===== config.mk =====
export PLATFORM = sky130hd
export DESIGN_NAME = idControl
export DESIGN_NICKNAME = d
export VERILOG_FILES = /design/src/idCtrlPkg.sv /design/src/idControl.sv /design/src/exceptionSelect.sv /design/src/branchResolve.sv /design/src/memDecode.sv /design/src/aluDecode.sv
export SDC_FILE = /design/constraint.sdc
export NUM_CORES = 1
export LEC_CHECK = 0
export ABC_AREA = 1
export BUFFER_PORTS_ARGS = -buffer_cell sky130_fd_sc_hd__buf_2
export CAP_MARGIN = 20
export CORE_ASPECT_RATIO = 1.4
export CORE_MARGIN = 2
export CORE_UTILIZATION = 25
export DETAILED_ROUTE_END_ITERATION = 7
export HOLD_SLACK_MARGIN = 0.12
export PLACE_DENSITY = 0.57
export SYNTH_ARGS = -nofsm -noshare
export SYNTH_HDL_FRONTEND = slang
export SYNTH_HIERARCHICAL = 1
export SYNTH_SLANG_ARGS = --single-unit

===== constraint.sdc =====
create_clock -name clk -period 2.8 [get_ports clk]
set_input_delay 0.56 -clock clk [delete_from_list [all_inputs] [get_ports clk]]
set_output_delay 0.56 -clock clk [all_outputs]
set_load 0.1 [all_outputs]

===== src/idCtrlPkg.sv =====
package idCtrlPkg;

	// primary opcodes
	localparam logic [5:0] opRType  = 6'b000000;
	localparam logic [5:0] opRegImm = 6'b000001;
	localparam logic [5:0] opJ      = 6'b000010;
	localparam logic [5:0] opJal    = 6'b000011;
	localparam logic [5:0] opBeq    = 6'b000100;
	localparam logic [5:0] opBne    = 6'b000101;
	localparam logic [5:0] opBlez   = 6'b000110;
	localparam logic [5:0] opBgtz   = 6'b000111;
	localparam logic [5:0] opAddi   = 6'b001000;
	localparam logic [5:0] opAddiu  = 6'b001001;
	localparam logic [5:0] opSlti   = 6'b001010;
	localparam logic [5:0] opSltiu  = 6'b001011;
	localparam logic [5:0] opAndi   = 6'b001100;
	localparam logic [5:0] opOri    = 6'b001101;
	localparam logic [5:0] opXori   = 6'b001110;
	localparam logic [5:0] opLui    = 6'b001111;
	localparam logic [5:0] opBeql   = 6'b010100;
	localparam logic [5:0] opBnel   = 6'b010101;
	localparam logic [5:0] opBlezl  = 6'b010110;
	localparam logic [5:0] opBgtzl  = 6'b010111;
	localparam logic [5:0] opLb     = 6'b100000;
	localparam logic [5:0] opLh     = 6'b100001;
	localparam logic [5:0] opLwl    = 6'b100010;
	localparam logic [5:0] opLw     = 6'b100011;
	localparam logic [5:0] opLbu    = 6'b100100;
	localparam logic [5:0] opLhu    = 6'b100101;
	localparam logic [5:0] opLwr    = 6'b100110;
	localparam logic [5:0] opSb     = 6'b101000;
	localparam logic [5:0] opSh     = 6'b101001;
	localparam logic [5:0] opSwl    = 6'b101010;
	localparam logic [5:0] opSw     = 6'b101011;
	localparam logic [5:0] opSwr    = 6'b101110;
	localparam logic [5:0] opLl     = 6'b110000;
	localparam logic [5:0] opSc     = 6'b111000;

	// SPECIAL function field
	localparam logic [5:0] fnSll     = 6'b000000;
	localparam logic [5:0] fnSrl     = 6'b000010;
	localparam logic [5:0] fnSra     = 6'b000011;
	localparam logic [5:0] fnSllv    = 6'b000100;
	localparam logic [5:0] fnSrlv    = 6'b000110;
	localparam logic [5:0] fnSrav    = 6'b000111;
	localparam logic [5:0] fnJr      = 6'b001000;
	localparam logic [5:0] fnJalr    = 6'b001001;
	localparam logic [5:0] fnSyscall = 6'b001100;
	localparam logic [5:0] fnBreak   = 6'b001101;
	localparam logic [5:0] fnAdd     = 6'b100000;
	localparam logic [5:0] fnAddu    = 6'b100001;
	localparam logic [5:0] fnSub     = 6'b100010;
	localparam logic [5:0] fnSubu    = 6'b100011;
	localparam logic [5:0] fnAnd     = 6'b100100;
	localparam logic [5:0] fnOr      = 6'b100101;
	localparam logic [5:0] fnXor     = 6'b100110;
	localparam logic [5:0] fnNor     = 6'b100111;
	localparam logic [5:0] fnSlt     = 6'b101010;
	localparam logic [5:0] fnSltu    = 6'b101011;

	// REGIMM rt field, bit 4 marks the linking forms and bit 1 the likely forms
	localparam logic [4:0] rtBltz    = 5'b00000;
	localparam logic [4:0] rtBgez    = 5'b00001;
	localparam logic [4:0] rtBltzl   = 5'b00010;
	localparam logic [4:0] rtBgezl   = 5'b00011;
	localparam logic [4:0] rtBltzal  = 5'b10000;
	localparam logic [4:0] rtBgezal  = 5'b10001;
	localparam logic [4:0] rtBltzall = 5'b10010;
	localparam logic [4:0] rtBgezall = 5'b10011;

	localparam logic [4:0] raReg = 5'd31;

	typedef enum logic [3:0] {
		aluAdd, aluAddu, aluSub, aluSubu, aluOr, aluAnd, aluNor, aluXor,
		aluSll, aluSrl, aluSra, aluSlt, aluSltu, aluNone
	} aluOpT;

	typedef enum logic [1:0] {extZero, extSign, extUpper} extOpT;
	typedef enum logic [1:0] {dstRt, dstRd, dstRa} regDstT;
	typedef enum logic [1:0] {wbAlu, wbMem, wbLink, wbSc} wbSelT;
	typedef enum logic [2:0] {sizeByte, sizeByteU, sizeHalf, sizeHalfU, sizeWord} memSizeT;
	typedef enum logic [1:0] {partNone, partLeft, partRight} partialT;
	typedef enum logic [1:0] {npcSeq, npcBranch, npcJump, npcJumpReg} npcOpT;

	// comparator sign of rs, encoded as the datapath delivers it
	typedef enum logic [1:0] {
		signZero = 2'b00,
		signPos  = 2'b01,
		signNeg  = 2'b10
	} signClassT;

	typedef enum logic [1:0] {brNone, brReturn, brOther, brCall} brTypeT;
	typedef enum logic [1:0] {jNone, jDirect, jIndirect} jTypeT;

	// fetch codes arrive unchanged, so the code stays an open 5-bit value
	typedef logic [4:0] excCodeT;
	localparam excCodeT excNone     = 5'd0;
	localparam excCodeT excSyscall  = 5'd8;
	localparam excCodeT excBreak    = 5'd9;
	localparam excCodeT excReserved = 5'd10;

endpackage

===== src/idControl.sv =====
`timescale 1ns/10ps

module idControl import idCtrlPkg::*; (
	input  logic       clk,
	input  logic       rst,
	input  logic [5:0] op,
	input  logic [5:0] funct,
	input  logic [4:0] rs,
	input  logic [4:0] rt,
	input  logic       cmpEqual,
	input  signClassT  cmpSign,
	input  logic       prevException,
	input  excCodeT    prevExcCode,
	input  logic       ifFlush,
	output logic       rfWr,
	output regDstT     regDst,
	output wbSelT      wbSel,
	output aluOpT      aluOp,
	output logic       shamtSrc,
	output logic       immSrc,
	output extOpT      extOp,
	output logic       dmRd,
	output logic       dmWr,
	output memSizeT    memSize,
	output partialT    loadPartial,
	output partialT    storePartial,
	output logic       llOp,
	output logic       scOp,
	output logic       isBranch,
	output npcOpT      npcOp,
	output brTypeT     brType,
	output jTypeT      jType,
	output logic       exception,
	output excCodeT    excCode
);

	aluDecode uAlu (
		.op(op), .funct(funct), .rt(rt),
		.rfWr(rfWr), .regDst(regDst), .wbSel(wbSel), .aluOp(aluOp),
		.shamtSrc(shamtSrc), .immSrc(immSrc), .extOp(extOp)
	);

	memDecode uMem (
		.op(op), .dmRd(dmRd), .dmWr(dmWr), .memSize(memSize),
		.loadPartial(loadPartial), .storePartial(storePartial),
		.llOp(llOp), .scOp(scOp)
	);

	branchResolve uBranch (
		.op(op), .funct(funct), .rs(rs), .rt(rt),
		.cmpEqual(cmpEqual), .cmpSign(cmpSign),
		.isBranch(isBranch), .npcOp(npcOp), .brType(brType), .jType(jType)
	);

	// write enables and isBranch double as recognition terms
	exceptionSelect uExc (
		.clk(clk), .rst(rst), .op(op), .funct(funct),
		.rfWr(rfWr), .dmWr(dmWr), .isBranch(isBranch), .ifFlush(ifFlush),
		.prevException(prevException), .prevExcCode(prevExcCode),
		.exception(exception), .excCode(excCode)
	);

endmodule


===== src/exceptionSelect.sv =====
`timescale 1ns/10ps

module exceptionSelect import idCtrlPkg::*; (
	input  logic       clk,
	input  logic       rst,
	input  logic [5:0] op,
	input  logic [5:0] funct,
	input  logic       rfWr,
	input  logic       dmWr,
	input  logic       isBranch,
	input  logic       ifFlush,
	input  logic       prevException,
	input  excCodeT    prevExcCode,
	output logic       exception,
	output excCodeT    excCode
);

	logic rstWindow;
	logic isSyscall;
	logic isBreak;
	logic recognized;

	// held through reset and one cycle after release, while the pipe still holds junk
	always_ff @(posedge clk) begin
		if (!rst)
			rstWindow <= 1'b1;
		else
			rstWindow <= 1'b0;
	end

	assign isSyscall = (op == opRType) && (funct == fnSyscall);
	assign isBreak = (op == opRType) && (funct == fnBreak);

	// every supported instruction sets at least one of these terms
	assign recognized = rfWr || dmWr || isBranch || isSyscall || isBreak;

	always_comb begin
		exception = 1'b1;
		if (prevException)
			excCode = prevExcCode;
		else if (!recognized && !ifFlush && !rstWindow)
			excCode = excReserved;
		else if (isBreak)
			excCode = excBreak;
		else if (isSyscall)
			excCode = excSyscall;
		else begin
			exception = 1'b0;
			excCode = excNone;
		end
	end

endmodule


===== src/branchResolve.sv =====
`timescale 1ns/10ps

module branchResolve import idCtrlPkg::*; (
	input  logic [5:0] op,
	input  logic [5:0] funct,
	input  logic [4:0] rs,
	input  logic [4:0] rt,
	input  logic       cmpEqual,
	input  signClassT  cmpSign,
	output logic       isBranch,
	output npcOpT      npcOp,
	output brTypeT     brType,
	output jTypeT      jType
);

	typedef enum logic [2:0] {
		condNone, condEq, condNe, condGez, condLtz, condLez, condGtz
	} condT;

	condT cond;
	logic taken;
	logic callBranch;

	// likely forms share the condition of the plain branch
	always_comb begin
		cond = condNone;
		case (op)
			opBeq, opBeql: cond = condEq;
			opBne, opBnel: cond = condNe;
			opBlez: cond = condLez;
			opBgtz: cond = condGtz;
			opBlezl: cond = (rt == 5'd0) ? condLez : condNone;
			opBgtzl: cond = (rt == 5'd0) ? condGtz : condNone;
			opRegImm: begin
				case (rt)
					rtBgez, rtBgezl, rtBgezal, rtBgezall: cond = condGez;
					rtBltz, rtBltzl, rtBltzal, rtBltzall: cond = condLtz;
					default: cond = condNone;
				endcase
			end
			default: ;
		endcase
	end

	always_comb begin
		case (cond)
			condEq: taken = cmpEqual;
			condNe: taken = !cmpEqual;
			condGez: taken = (cmpSign != signNeg);
			condLtz: taken = (cmpSign == signNeg);
			condLez: taken = (cmpSign != signPos);
			condGtz: taken = (cmpSign == signPos);
			default: taken = 1'b0;
		endcase
	end

	always_comb begin
		jType = jNone;
		if (op == opJ || op == opJal)
			jType = jDirect;
		else if (op == opRType && (funct == fnJr || funct == fnJalr))
			jType = jIndirect;
	end

	assign isBranch = (cond != condNone) || (jType != jNone);

	always_comb begin
		if (cond != condNone)
			npcOp = taken ? npcBranch : npcSeq;
		else if (jType == jDirect)
			npcOp = npcJump;
		else if (jType == jIndirect)
			npcOp = npcJumpReg;
		else
			npcOp = npcSeq;
	end

	// predictor pushes the return stack on calls, pops on jr $ra
	assign callBranch = (op == opJal) || (op == opRegImm && (rt == rtBgezal || rt == rtBltzal));

	always_comb begin
		if (callBranch)
			brType = brCall;
		else if (op == opRType && funct == fnJr && rs == raReg)
			brType = brReturn;
		else if (isBranch)
			brType = brOther;
		else
			brType = brNone;
	end

endmodule


===== src/memDecode.sv =====
`timescale 1ns/10ps

module memDecode import idCtrlPkg::*; (
	input  logic [5:0] op,
	output logic       dmRd,
	output logic       dmWr,
	output memSizeT    memSize,
	output partialT    loadPartial,
	output partialT    storePartial,
	output logic       llOp,
	output logic       scOp
);

	always_comb begin
		dmRd = 1'b0;
		dmWr = 1'b0;
		// unaligned and word accesses all move a full word
		memSize = sizeWord;
		loadPartial = partNone;
		storePartial = partNone;
		case (op)
			opLb: begin
				dmRd = 1'b1;
				memSize = sizeByte;
			end
			opLbu: begin
				dmRd = 1'b1;
				memSize = sizeByteU;
			end
			opLh: begin
				dmRd = 1'b1;
				memSize = sizeHalf;
			end
			opLhu: begin
				dmRd = 1'b1;
				memSize = sizeHalfU;
			end
			opLw, opLl: dmRd = 1'b1;
			opLwl: begin
				dmRd = 1'b1;
				loadPartial = partLeft;
			end
			opLwr: begin
				dmRd = 1'b1;
				loadPartial = partRight;
			end
			opSb: begin
				dmWr = 1'b1;
				memSize = sizeByte;
			end
			opSh: begin
				dmWr = 1'b1;
				memSize = sizeHalf;
			end
			opSw, opSc: dmWr = 1'b1;
			opSwl: begin
				dmWr = 1'b1;
				storePartial = partLeft;
			end
			opSwr: begin
				dmWr = 1'b1;
				storePartial = partRight;
			end
			default: ;
		endcase
	end

	assign llOp = (op == opLl);
	assign scOp = (op == opSc);

endmodule


===== src/aluDecode.sv =====
`timescale 1ns/10ps

module aluDecode import idCtrlPkg::*; (
	input  logic [5:0] op,
	input  logic [5:0] funct,
	input  logic [4:0] rt,
	output logic       rfWr,
	output regDstT     regDst,
	output wbSelT      wbSel,
	output aluOpT      aluOp,
	output logic       shamtSrc,
	output logic       immSrc,
	output extOpT      extOp
);

	logic rTypeAlu;
	aluOpT rAluOp;
	logic linkBranch;

	// SPECIAL functions handled by the integer ALU
	always_comb begin
		rTypeAlu = 1'b1;
		case (funct)
			fnAdd: rAluOp = aluAdd;
			fnAddu: rAluOp = aluAddu;
			fnSub: rAluOp = aluSub;
			fnSubu: rAluOp = aluSubu;
			fnOr: rAluOp = aluOr;
			fnAnd: rAluOp = aluAnd;
			fnNor: rAluOp = aluNor;
			fnXor: rAluOp = aluXor;
			fnSll, fnSllv: rAluOp = aluSll;
			fnSrl, fnSrlv: rAluOp = aluSrl;
			fnSra, fnSrav: rAluOp = aluSra;
			fnSlt: rAluOp = aluSlt;
			fnSltu: rAluOp = aluSltu;
			default: begin
				rTypeAlu = 1'b0;
				rAluOp = aluNone;
			end
		endcase
	end

	// BGEZAL, BLTZAL and their likely forms write the return address
	assign linkBranch = (op == opRegImm) && rt[4] && (rt[3:2] == 2'b00);

	// constant shifts take the amount from the shamt field
	assign shamtSrc = (op == opRType) && (funct == fnSll || funct == fnSrl || funct == fnSra);
	assign immSrc = (op != opRType);

	always_comb begin
		rfWr = 1'b0;
		regDst = dstRt;
		wbSel = wbAlu;
		aluOp = aluNone;
		extOp = extZero;
		case (op)
			opRType: begin
				rfWr = rTypeAlu || (funct == fnJalr);
				regDst = dstRd;
				aluOp = rAluOp;
				if (funct == fnJalr)
					wbSel = wbLink;
			end
			opAddi, opAddiu, opSlti, opSltiu: begin
				rfWr = 1'b1;
				extOp = extSign;
				case (op)
					opAddi: aluOp = aluAdd;
					opAddiu: aluOp = aluAddu;
					opSlti: aluOp = aluSlt;
					default: aluOp = aluSltu;
				endcase
			end
			opAndi, opOri, opXori: begin
				rfWr = 1'b1;
				case (op)
					opAndi: aluOp = aluAnd;
					opOri: aluOp = aluOr;
					default: aluOp = aluXor;
				endcase
			end
			opLui: begin
				// rs is zero in LUI, so OR passes the shifted immediate
				rfWr = 1'b1;
				aluOp = aluOr;
				extOp = extUpper;
			end
			opLb, opLbu, opLh, opLhu, opLw, opLwl, opLwr, opLl: begin
				rfWr = 1'b1;
				wbSel = wbMem;
				aluOp = aluAdd;
				extOp = extSign;
			end
			opSb, opSh, opSw, opSwl, opSwr: begin
				aluOp = aluAdd;
				extOp = extSign;
			end
			opSc: begin
				// success flag goes back to rt
				rfWr = 1'b1;
				wbSel = wbSc;
				aluOp = aluAdd;
				extOp = extSign;
			end
			opJal: begin
				rfWr = 1'b1;
				regDst = dstRa;
				wbSel = wbLink;
			end
			opRegImm: begin
				if (linkBranch) begin
					rfWr = 1'b1;
					regDst = dstRa;
					wbSel = wbLink;
				end
			end
			default: ;
		endcase
	end

endmodule


==> results of run 1 <==
[cell type report]
class                           instances  area [µm²]  area share [%]
Inverter                               61         244            9.02
Timing Repair Buffer                  125        1080            39.8
Tap cell                               66        82.6            3.05
Multi-Input combinational cell        219        1280            47.4
Sequential cell                         1        20.0           0.740
[cells in the final DEF, fill, tap and decap left out, drive strengths merged]
cell,synthesis,layout
buf,0,125
o211ai,1,1
nor3,7,7
nor2,67,67
o221ai,1,1
nand3b,3,3
a21oi,4,4
nand4,4,4
clkinv,1,1
and3,1,1
dfxtp,1,1
nand2,82,82
a211oi,1,1
o21ai,8,8
nand3,40,40
inv,60,60
[cell usage after synthesis, drive strengths merged]
| cell type | number |
|---|---|
| and3 | 1 |
| o21ai | 8 |
| dfxtp | 1 |
| nand2 | 82 |
| nand3 | 40 |
| inv | 60 |
| nor3 | 7 |
| nand4 | 4 |
| nand3b | 3 |
| a211oi | 1 |
| o221ai | 1 |
| a21oi | 4 |
| o211ai | 1 |
| nor2 | 67 |
| clkinv | 1 |
[per-layer routing]
| layer | share of wire, % | routed length (µm) | up-vias | GRT usage, % |
|---|---|---|---|---|
| met5 | 0 | 0 | - | 0 |
| li1 | - | - | 1117 | - |
| met3 | 3.1 | 160 | 6 | 0.748 |
| met2 | 56 | 2930 | 42 | 30.5 |
| met1 | 39 | 2030 | 934 | 19.1 |
| met4 | 1.7 | 90 | 0 | 3.30 |
[cell families (layout without fill, tap and decap cells)]
| logic type | after synthesis | count (layout) | synth area share [%] |
|---|---|---|---|
| and+or+nand+nor | 204 | 204 | 75.1 |
| buffers and inverters | 61 | 186 | 17.1 |
| AOI/OAI and AO/OA | 15 | 15 | 6.27 |
| DFF | 1 | 1 | 1.50 |
[repair_timing]
action                     4_1_cts  5_1_grt
setup endpoints to repair        3        4
hold buffers                     0        0
resized for setup               13       37
setup buffers                    3       11
pin swaps                        9       22
gates cloned                     0        1
[through the flow]
stage / instances / util [%] / area, µm² / hold WS [ps]
final: 472 / 52.4 / 2710 / 711
after global routing: 472 / 52.4 / 2710 / 715
after detailed placement: 457 / 46.9 / 2420 / 712
after floorplan: 281 / - / 1450 / 617
after global placement: 457 / 46.9 / 2420 / 711
after CTS: 460 / 48.1 / 2480 / 712
[path summary, 6_finish.rpt]
path,from,to,cells after the start
worst max-delay path,op[4],exception,14
worst min-delay path,rst,uExc/rstWindow,2
[power by group through the flow]
| stage | logic, mW | registers, mW | clock network (mW) |
|---|---|---|---|
| after floorplan | 0.284 | 0.0154 | 0 |
| after global placement | 0.465 | 0.0155 | 0 |
| after detailed placement | 0.466 | 0.0155 | 0 |
| after CTS | 0.480 | 0.0155 | 0 |
| after global routing | 0.538 | 0.0155 | 0 |
| final | 0.508 | 0.0155 | 0 |
==> summary.txt, run 1 <==
most flop-heavy register: uExc/rstWindow
post-synthesis cell type count: 23
Initial DRC Count: 56
P_sw: 0.328 mW
share of Yosys cell area claimed by the top area cell type: 20.8%
final setup margin: 62.3 ps
# DRC: 0
Fmax: 365 MHz
clock slew at reported path FFs: 0 ps
HP Class: primary input to register
core area: 5160 µm²
Final min period: 2740 ps
Mapped Cells: 281
pre-CTS setup slack: -118 ps
area leader, netlist: nand2_1
Gate power share: 97.0%
number of antenna violations at the first check in global routing: 0
I/O Buffers: 70
syn avg cell area: 4.76 µm²
Lkg Pwr: 1.53 nW
TNS Setup: 0 ps
crit path buf inv count: 5
Worst path max stage delay: 210 ps
Mapped Area: 1340 µm²
Max-Slew Margin vs Limit: 67.0%
ant diodes: 0
CP required: 2240 ps
fin. max-slew vios: 0
worst-path cell chain: buf_8 -> buf_8 -> nor2_4 -> buf_12 -> nand3_4 -> nor3_4 -> nor2_2 -> nand3b_1 -> nor2_1 -> nand3b_1 -> nand2_1 -> inv_2 -> nand2_2 -> buf_12
WL/cell: 11.0 µm
drt pass-1 iters: 6
share of layout cells above drive strength 1: 52.5%
vias in the first global route: 1863
Die Ht: 90.5 µm
sw frac: 62.6%
synthesized flop and latch total: 1
Tot Pwr: 0.524 mW
pwr/cell area: 194 nW/µm²
I/O pins: 71
RSZ-0062 raised after global routing: true
critical path arrival: 2180 ps
first-pass GRT wire length: 8.09 mm
Crit-path slowest cell: nor3_4
Die ar.: 5950 µm²
final setup vio count: 0
layout net count: 442
family with the most delay on the worst path: simple AND/OR/NAND/NOR gates
DR vias/cell: 4.45
top flop regs: uExc/rstWindow: 1 flops
Area Overhead vs Synth: 102%
gpl congestion: 0.863
period utilisation layout: 97.8%
Int Pwr: 0.196 mW
dpl hpwl: 4.20 mm
Reg power frac: 3.0%
Peak VDD IR: 0.195 mV
Max-Cap Viols: 0
critical path type: primary input to output port
# rows: 31
Total GRT Usage: 16.0%
ranking of synthesized cells by area: nand2_1 21%, nor2_1 13%, inv_1 13%
status: completed
critical path peak fanout: 7
CP endpoint kind: output port
Seq/Total Area, Yosys: 1.50%
Die Wd: 65.8 µm
Vias: 2099
type of origin of the critical path: primary input
wire length after detailed routing: 5.21 mm
Final ANT Viol Nets: 0
max reg flops: 1
grt total ovfl: 0
fill cell count: 524
final hold violation count: 0
synth warn: 6
Starting Density: 25.9%
pin count of the biggest net entering global routing: 10
Post-Syn Nets: 315
worst-margin pin slew: 498 ps
Clock Power Share: 0%
Power figures use the tool's default switching activity.
==> run 2, diff against run 1 <==
--- a/config.mk
+++ b/config.mk
@@ -13,7 +13,7 @@
 export CORE_UTILIZATION = 25
 export DETAILED_ROUTE_END_ITERATION = 7
 export HOLD_SLACK_MARGIN = 0.12
-export PLACE_DENSITY = 0.57
+export PLACE_DENSITY = 0.58
 export SYNTH_ARGS = -nofsm -noshare
 export SYNTH_HDL_FRONTEND = slang
 export SYNTH_HIERARCHICAL = 1
==> constraint.sdc (replaced) <==
create_clock -name clk -period 2.3 [get_ports clk]
set_input_delay 0.46 -clock clk [delete_from_list [all_inputs] [get_ports clk]]
set_output_delay 0.46 -clock clk [all_outputs]
set_load 0.1 [all_outputs]
==> run 2 against run 1 <==
The run now ends with negative setup slack left. Sequential share of layout area shrank 0.15 points. Routed wire length grew 12%. Worst hold slack lost 98 ps. Combinational power grew 40%. Critical path depth grew 3. Utilization grew 14 points. Cell count grew 6.4%. Power grew 39%. Sequential cell count is the same. Worst setup slack lost 360 ps. Global-route usage grew 2.8 points. Critical path type unchanged.
==> summary.txt, run 2 (same netlist as run 1, synthesis figures left out) <==
layout net count: 472 (+6.8%)
final hold violation count: 0 (unchanged)
most frequent cells in the layout: 80 x buf_4, 58 x nand2_1, 39 x buf_12
wire length after detailed routing: 5.85 mm (+12%)
RSZ-0062 raised after global routing: true
Final ANT Viol Nets: 0 (unchanged)
pwr/cell area: 214 nW/µm² (+11%)
CP required: 1840 ps (-400 ps)
status: finished, violations left
FF+latch area: 20.0 µm² (unchanged)
CP endpoint kind: output port
Die Ht: 90.5 µm (unchanged)
Vias: 2288 (+9.0%)
fin. max-slew vios: 0 (unchanged)
final setup vio count: 7 (+7)
critical path type: primary input to output port
WL/cell: 11.7 µm (+5.5%)
Lkg Pwr: 1.76 nW (+15%)
Hold Startpoint: rst
crit path to: excCode[3]
Tot Pwr: 0.729 mW (+39%)
gpl congestion: 0.912 (+5.7%)
critical path arrival: 2140 ps (-40 ps)
DR vias/cell: 4.56 (+2.5%)
pin count of the biggest net entering global routing: 9 (-1)
pre-CTS setup slack: -456 ps (-339 ps)
Initial DRC Count: 56 (unchanged)
final setup margin: -299 ps (-361 ps)
Peak VDD IR: 0.230 mV (+18%)
# DRC: 0 (unchanged)
dpl hpwl: 4.64 mm (+10%)
grt total ovfl: 0 (unchanged)
TNS Setup: -1040 ps (-1040 ps)
Area Overhead vs Synth: 155%
# rows: 31 (unchanged)
Post-Layout Cell Count: 502 (+6.4%)
critical path peak fanout: 8 (+1)
Final min period: 2600 ps
fill cell count: 406 (-23%)
Die ar.: 5950 µm² (unchanged)
ant diodes: 0 (unchanged)
CTS Hold Bufs: 0 (unchanged)
Max-Cap Viols: 0 (unchanged)
drt pass-1 iters: 4 (-2)
first-pass GRT wire length: 9.47 mm (+17%)
Max-Slew Margin vs Limit: 67.8% (+0.77 points)
Fmax: 385 MHz
clock slew at reported path FFs: 0 ps (unchanged)
Starting Density: 25.9% (unchanged)
period utilisation layout: 113%
number of antenna violations at the first check in global routing: 0 (unchanged)
failing checks: negative setup slack
dpl cells: 492 (+7.7%)
hold slack: 613 ps (-98.0 ps)
top flop regs: uExc/rstWindow: 1 flops
I/O Buffers: 70 (unchanged)
core area: 5160 µm² (unchanged)
Die Wd: 65.8 µm (unchanged)
share of layout cells above drive strength 1: 61.0% (+8.5 points)
type of origin of the critical path: primary input
CP Launch Point: op[2]
I/O pins: 71 (unchanged)
worst-margin pin slew: 486 ps (-11.7 ps)
most flop-heavy register: uExc/rstWindow
area taken by multi-input logic gates: 1430 µm² (+11%)
HP Class: primary input to register
max reg flops: 1 (unchanged)
vias in the first global route: 2242 (+20%)
Total GRT Usage: 18.8% (+2.8 points)
most common cell after layout, fill and taps aside: buf_4
-- run 2: changes by cell type in the layout (fill, tap and decap cells not counted), sizes merged --
cell and delta:
inv -1, buf +30, clkinvlp +1
-- run 2: power by group --
group / switching [mW] / internal (mW) / total [mW] / leakage, nW
Clock: 0 / 0 / 0 / 0
Sequential: 0.000164 / 0.0186 / 0.0188 / 0.00844
Combinational: 0.430 / 0.281 / 0.711 / 1.76
-- run 2: through the flow --
step	utilization (%)	instance area [µm²]
6_report	66.1	3410
2_1_floorplan	-	1510
3_3_place_gp	58.7	3030
4_1_cts	62.4	3220
5_1_grt	66.1	3410
3_5_place_dp	58.7	3030
-- run 2: final cells by class --
class	count	area share [%]
Timing Repair Buffer	155	47.5
Sequential cell	1	0.587
Inverter	61	7.64
Multi-Input combinational cell	219	41.9
Tap cell	66	2.42
-- run 2: worst min path at each step --
stage                     endpoint  cells after the start
finish              uExc/rstWindow                      2
global route        uExc/rstWindow                      2
CTS                 uExc/rstWindow                      2
detailed placement  uExc/rstWindow                      2
global placement    uExc/rstWindow                      2
floorplan           uExc/rstWindow                      1
-- run 2: critical path: stages --
cell        delay (ps)
buf_12             110
inv_4               50
nor2_4              60
nand3_2             90
nand2_1             80
inv_2               70
nand3_4             80
nor2_4             100
nand2_2             70
nor2_4             130
clkinvlp_4         100
nor2_2              90
nand3b_1           110
nand2_1            100
inv_2               60
a21oi_4            170
buf_12             190
-- run 2: routing by layer --
layer / vias up / share of wire (%) / GRT usage (%)
li1: 1182 / - / -
met1: 1022 / 36 / 21.8
met2: 68 / 56 / 36.8
met3: 16 / 4.6 / 1.25
met4: 0 / 2.8 / 2.95
met5: - / 0 / 0
-- run 2: timing repair --
item / in CTS / in global routing
cloned: 0 / 0
buffers inserted: 7 / 5
pin swaps: 27 / 26
resized for setup: 40 / 43
setup endpoints to repair: 8 / 11
==> run 3, diff against run 2 <==
--- a/config.mk
+++ b/config.mk
@@ -11,9 +11,11 @@
 export CORE_ASPECT_RATIO = 1.4
 export CORE_MARGIN = 2
 export CORE_UTILIZATION = 25
+export CTS_BUF_LIST = sky130_fd_sc_hd__clkbuf_4 sky130_fd_sc_hd__clkbuf_8 sky130_fd_sc_hd__clkbuf_16
 export DETAILED_ROUTE_END_ITERATION = 7
 export HOLD_SLACK_MARGIN = 0.12
 export PLACE_DENSITY = 0.58
+export SETUP_SLACK_MARGIN = 0.5
 export SYNTH_ARGS = -nofsm -noshare
 export SYNTH_HDL_FRONTEND = slang
 export SYNTH_HIERARCHICAL = 1
==> run 3 against run 2 <==
The flow still finishes with violations (negative setup slack). Global-route usage up 3.7 points. Cell count up 7.8%. Combinational power up 24%.
==> summary.txt, run 3 (same netlist as run 1, synthesis figures left out) <==
top flop regs: uExc/rstWindow: 1 flops
Global Route met3 Usage: 2.74% (+1.5 points)
vias in the first global route: 2460 (+9.7%)
dpl hpwl: 4.87 mm (+5.0%)
critical path type: primary input to output port
clock slew at reported path FFs: 0 ps (unchanged)
crit path to: npcOp[0]
CP Launch Point: rt[3]
RSZ-0062 raised after global routing: true
Clock Power Share: 0% (unchanged)
DR vias/cell: 5.04 (+11%)
HP Class: primary input to register
# rows: 31 (unchanged)
grt total ovfl: 0 (unchanged)
design area: 4310 µm² (+26%)
Max-Slew Margin vs Limit: 67.8% (about the same)
Vias: 2729 (+19%)
critical path arrival: 2190 ps (+50 ps)
failing checks: negative setup slack
core area: 5160 µm² (unchanged)
gpl congestion: 0.870 (-4.6%)
Total GRT Usage: 22.6% (+3.7 points)
first-pass GRT wire length: 11.1 mm (+17%)
fin. max-slew vios: 0 (unchanged)
Gate power share: 97.9% (+0.5 points)
sw frac: 57.7% (-1.3 points)
ant diodes: 0 (unchanged)
grt peak-use layer: met2
type of origin of the critical path: primary input
hold slack: 614 ps (+0.931 ps)
CTS Hold Bufs: 0 (unchanged)
Initial DRC Count: 151 (+170%)
Int Pwr: 0.381 mW (+27%)
Max-Cap Viols: 0 (unchanged)
wire length after detailed routing: 9.23 mm (+58%)
Final min period: 2650 ps (+49.9 ps)
number of antenna violations at the first check in global routing: 0 (unchanged)
fill cell count: 260 (-36%)
Final ANT Viol Nets: 0 (unchanged)
placed inst area: 3230 µm² (+6.9%)
Fmax: 377 MHz (-1.9%)
most common cell after layout, fill and taps aside: buf_4
# DRC: 0 (unchanged)
drt pass-1 iters: 5 (+1)
P_sw: 0.520 mW (+21%)
Die Wd: 65.8 µm (unchanged)
share of layout cells above drive strength 1: 72.6% (+12 points)
pwr/cell area: 209 nW/µm² (-2.2%)
Area Overhead vs Synth: 222%
most frequent cells in the layout: 72 x buf_4, 44 x buf_12, 43 x buf_6
I/O Buffers: 70 (unchanged)
Die ar.: 5950 µm² (unchanged)
CP required: 1840 ps (about the same)
Peak VDD IR: 0.178 mV (-23%)
Starting Density: 25.9% (unchanged)
Final Core Density: 83.5% (+17 points)
I/O pins: 71 (unchanged)
WL/cell: 17.1 µm (+46%)
Lkg Pwr: 2.17 nW (+23%)
final setup margin: -349 ps (-49.9 ps)
CP endpoint kind: output port
critical path peak fanout: 3 (-5)
final hold violation count: 0 (unchanged)
worst-margin pin slew: 486 ps (-0.0232 ps)
global-route track usage on met1: 24.3% (+2.5 points)
final setup vio count: 13 (+6)
layout net count: 511 (+8.3%)
Reg power frac: 2.1% (-0.5 points)
most flop-heavy register: uExc/rstWindow
period utilisation layout: 115% (+2.2 points)
max reg flops: 1 (unchanged)
Die Ht: 90.5 µm (unchanged)
met2 Resource Use GR: 45.4% (+8.6 points)
pin count of the biggest net entering global routing: 14 (+5)
status: finished, violations left
[run 3: cell types whose count changed in the layout (fill, tap and decap cells not counted), moves of 6 or more]
cell,previous run,this run
buf_6,9,43
nand2_1,58,41
nand2_4,2,18
inv_1,38,26
nor2_4,16,28
buf_4,80,72
nor2_2,20,13
buf_8,0,6
inv_4,2,8
[run 3: layer usage]
metal	vias to the layer above	routed length (µm)
li1	1265	-
met4	0	453
met2	153	5050
met1	1268	3140
met5	-	0
met3	43	590
[run 3: stage by stage]
step                std cells  total power [mW]  TNS, ps  worst slack (ps)
floorplan                 281             0.411    -3940             -1130
global placement          483             0.701    -1770              -500
detailed placement        483             0.708    -2180              -559
CTS                       509             0.787     -975              -239
global route              541             0.932    -2910              -455
finish                    541             0.901    -2050              -349
[run 3: final cells by class]
type                       count  area (µm²)  area share [%]
inverter                      61         330            7.67
multi-input combinational    219        1730            40.2
sequential                     1        20.0           0.465
tap                           66        82.6            1.92
timing repair buffer         194        2140            49.7
[run 3: worst min-delay path by stage]
stage	slack, ps	start	depth (start not counted)	to
detailed placement	610	rst	2	uExc/rstWindow
global placement	610	rst	2	uExc/rstWindow
finish	610	rst	2	uExc/rstWindow
global route	620	rst	2	uExc/rstWindow
floorplan	520	rst	1	uExc/rstWindow
CTS	610	rst	2	uExc/rstWindow
[run 3: what timing repair did]
item                       CTS  global route
setup buffers               26            32
pin swaps                   34            30
gates resized for setup     94            77
setup endpoints to repair   34            35
[run 3: worst max-delay path: stages]
cell and delay [ps]:
buf_2 120, nor2_2 180, nand3_2 160, inv_2 120, nand2_2 90, buf_4 140, buf_6 110, buf_6 100
nand4_1 80, nand2_1 90, nor2_1 140, nor2_1 70, nand2_2 100, nand2_8 50, buf_12 160
[run 3: power groups by stage]
stage / clock [mW] / combinational, mW / sequential (mW)
2_1_floorplan: 0 / 0.392 / 0.0187
3_3_place_gp: 0 / 0.682 / 0.0189
3_5_place_dp: 0 / 0.689 / 0.0188
4_1_cts: 0 / 0.768 / 0.0188
5_1_grt: 0 / 0.913 / 0.0190
6_report: 0 / 0.882 / 0.0188
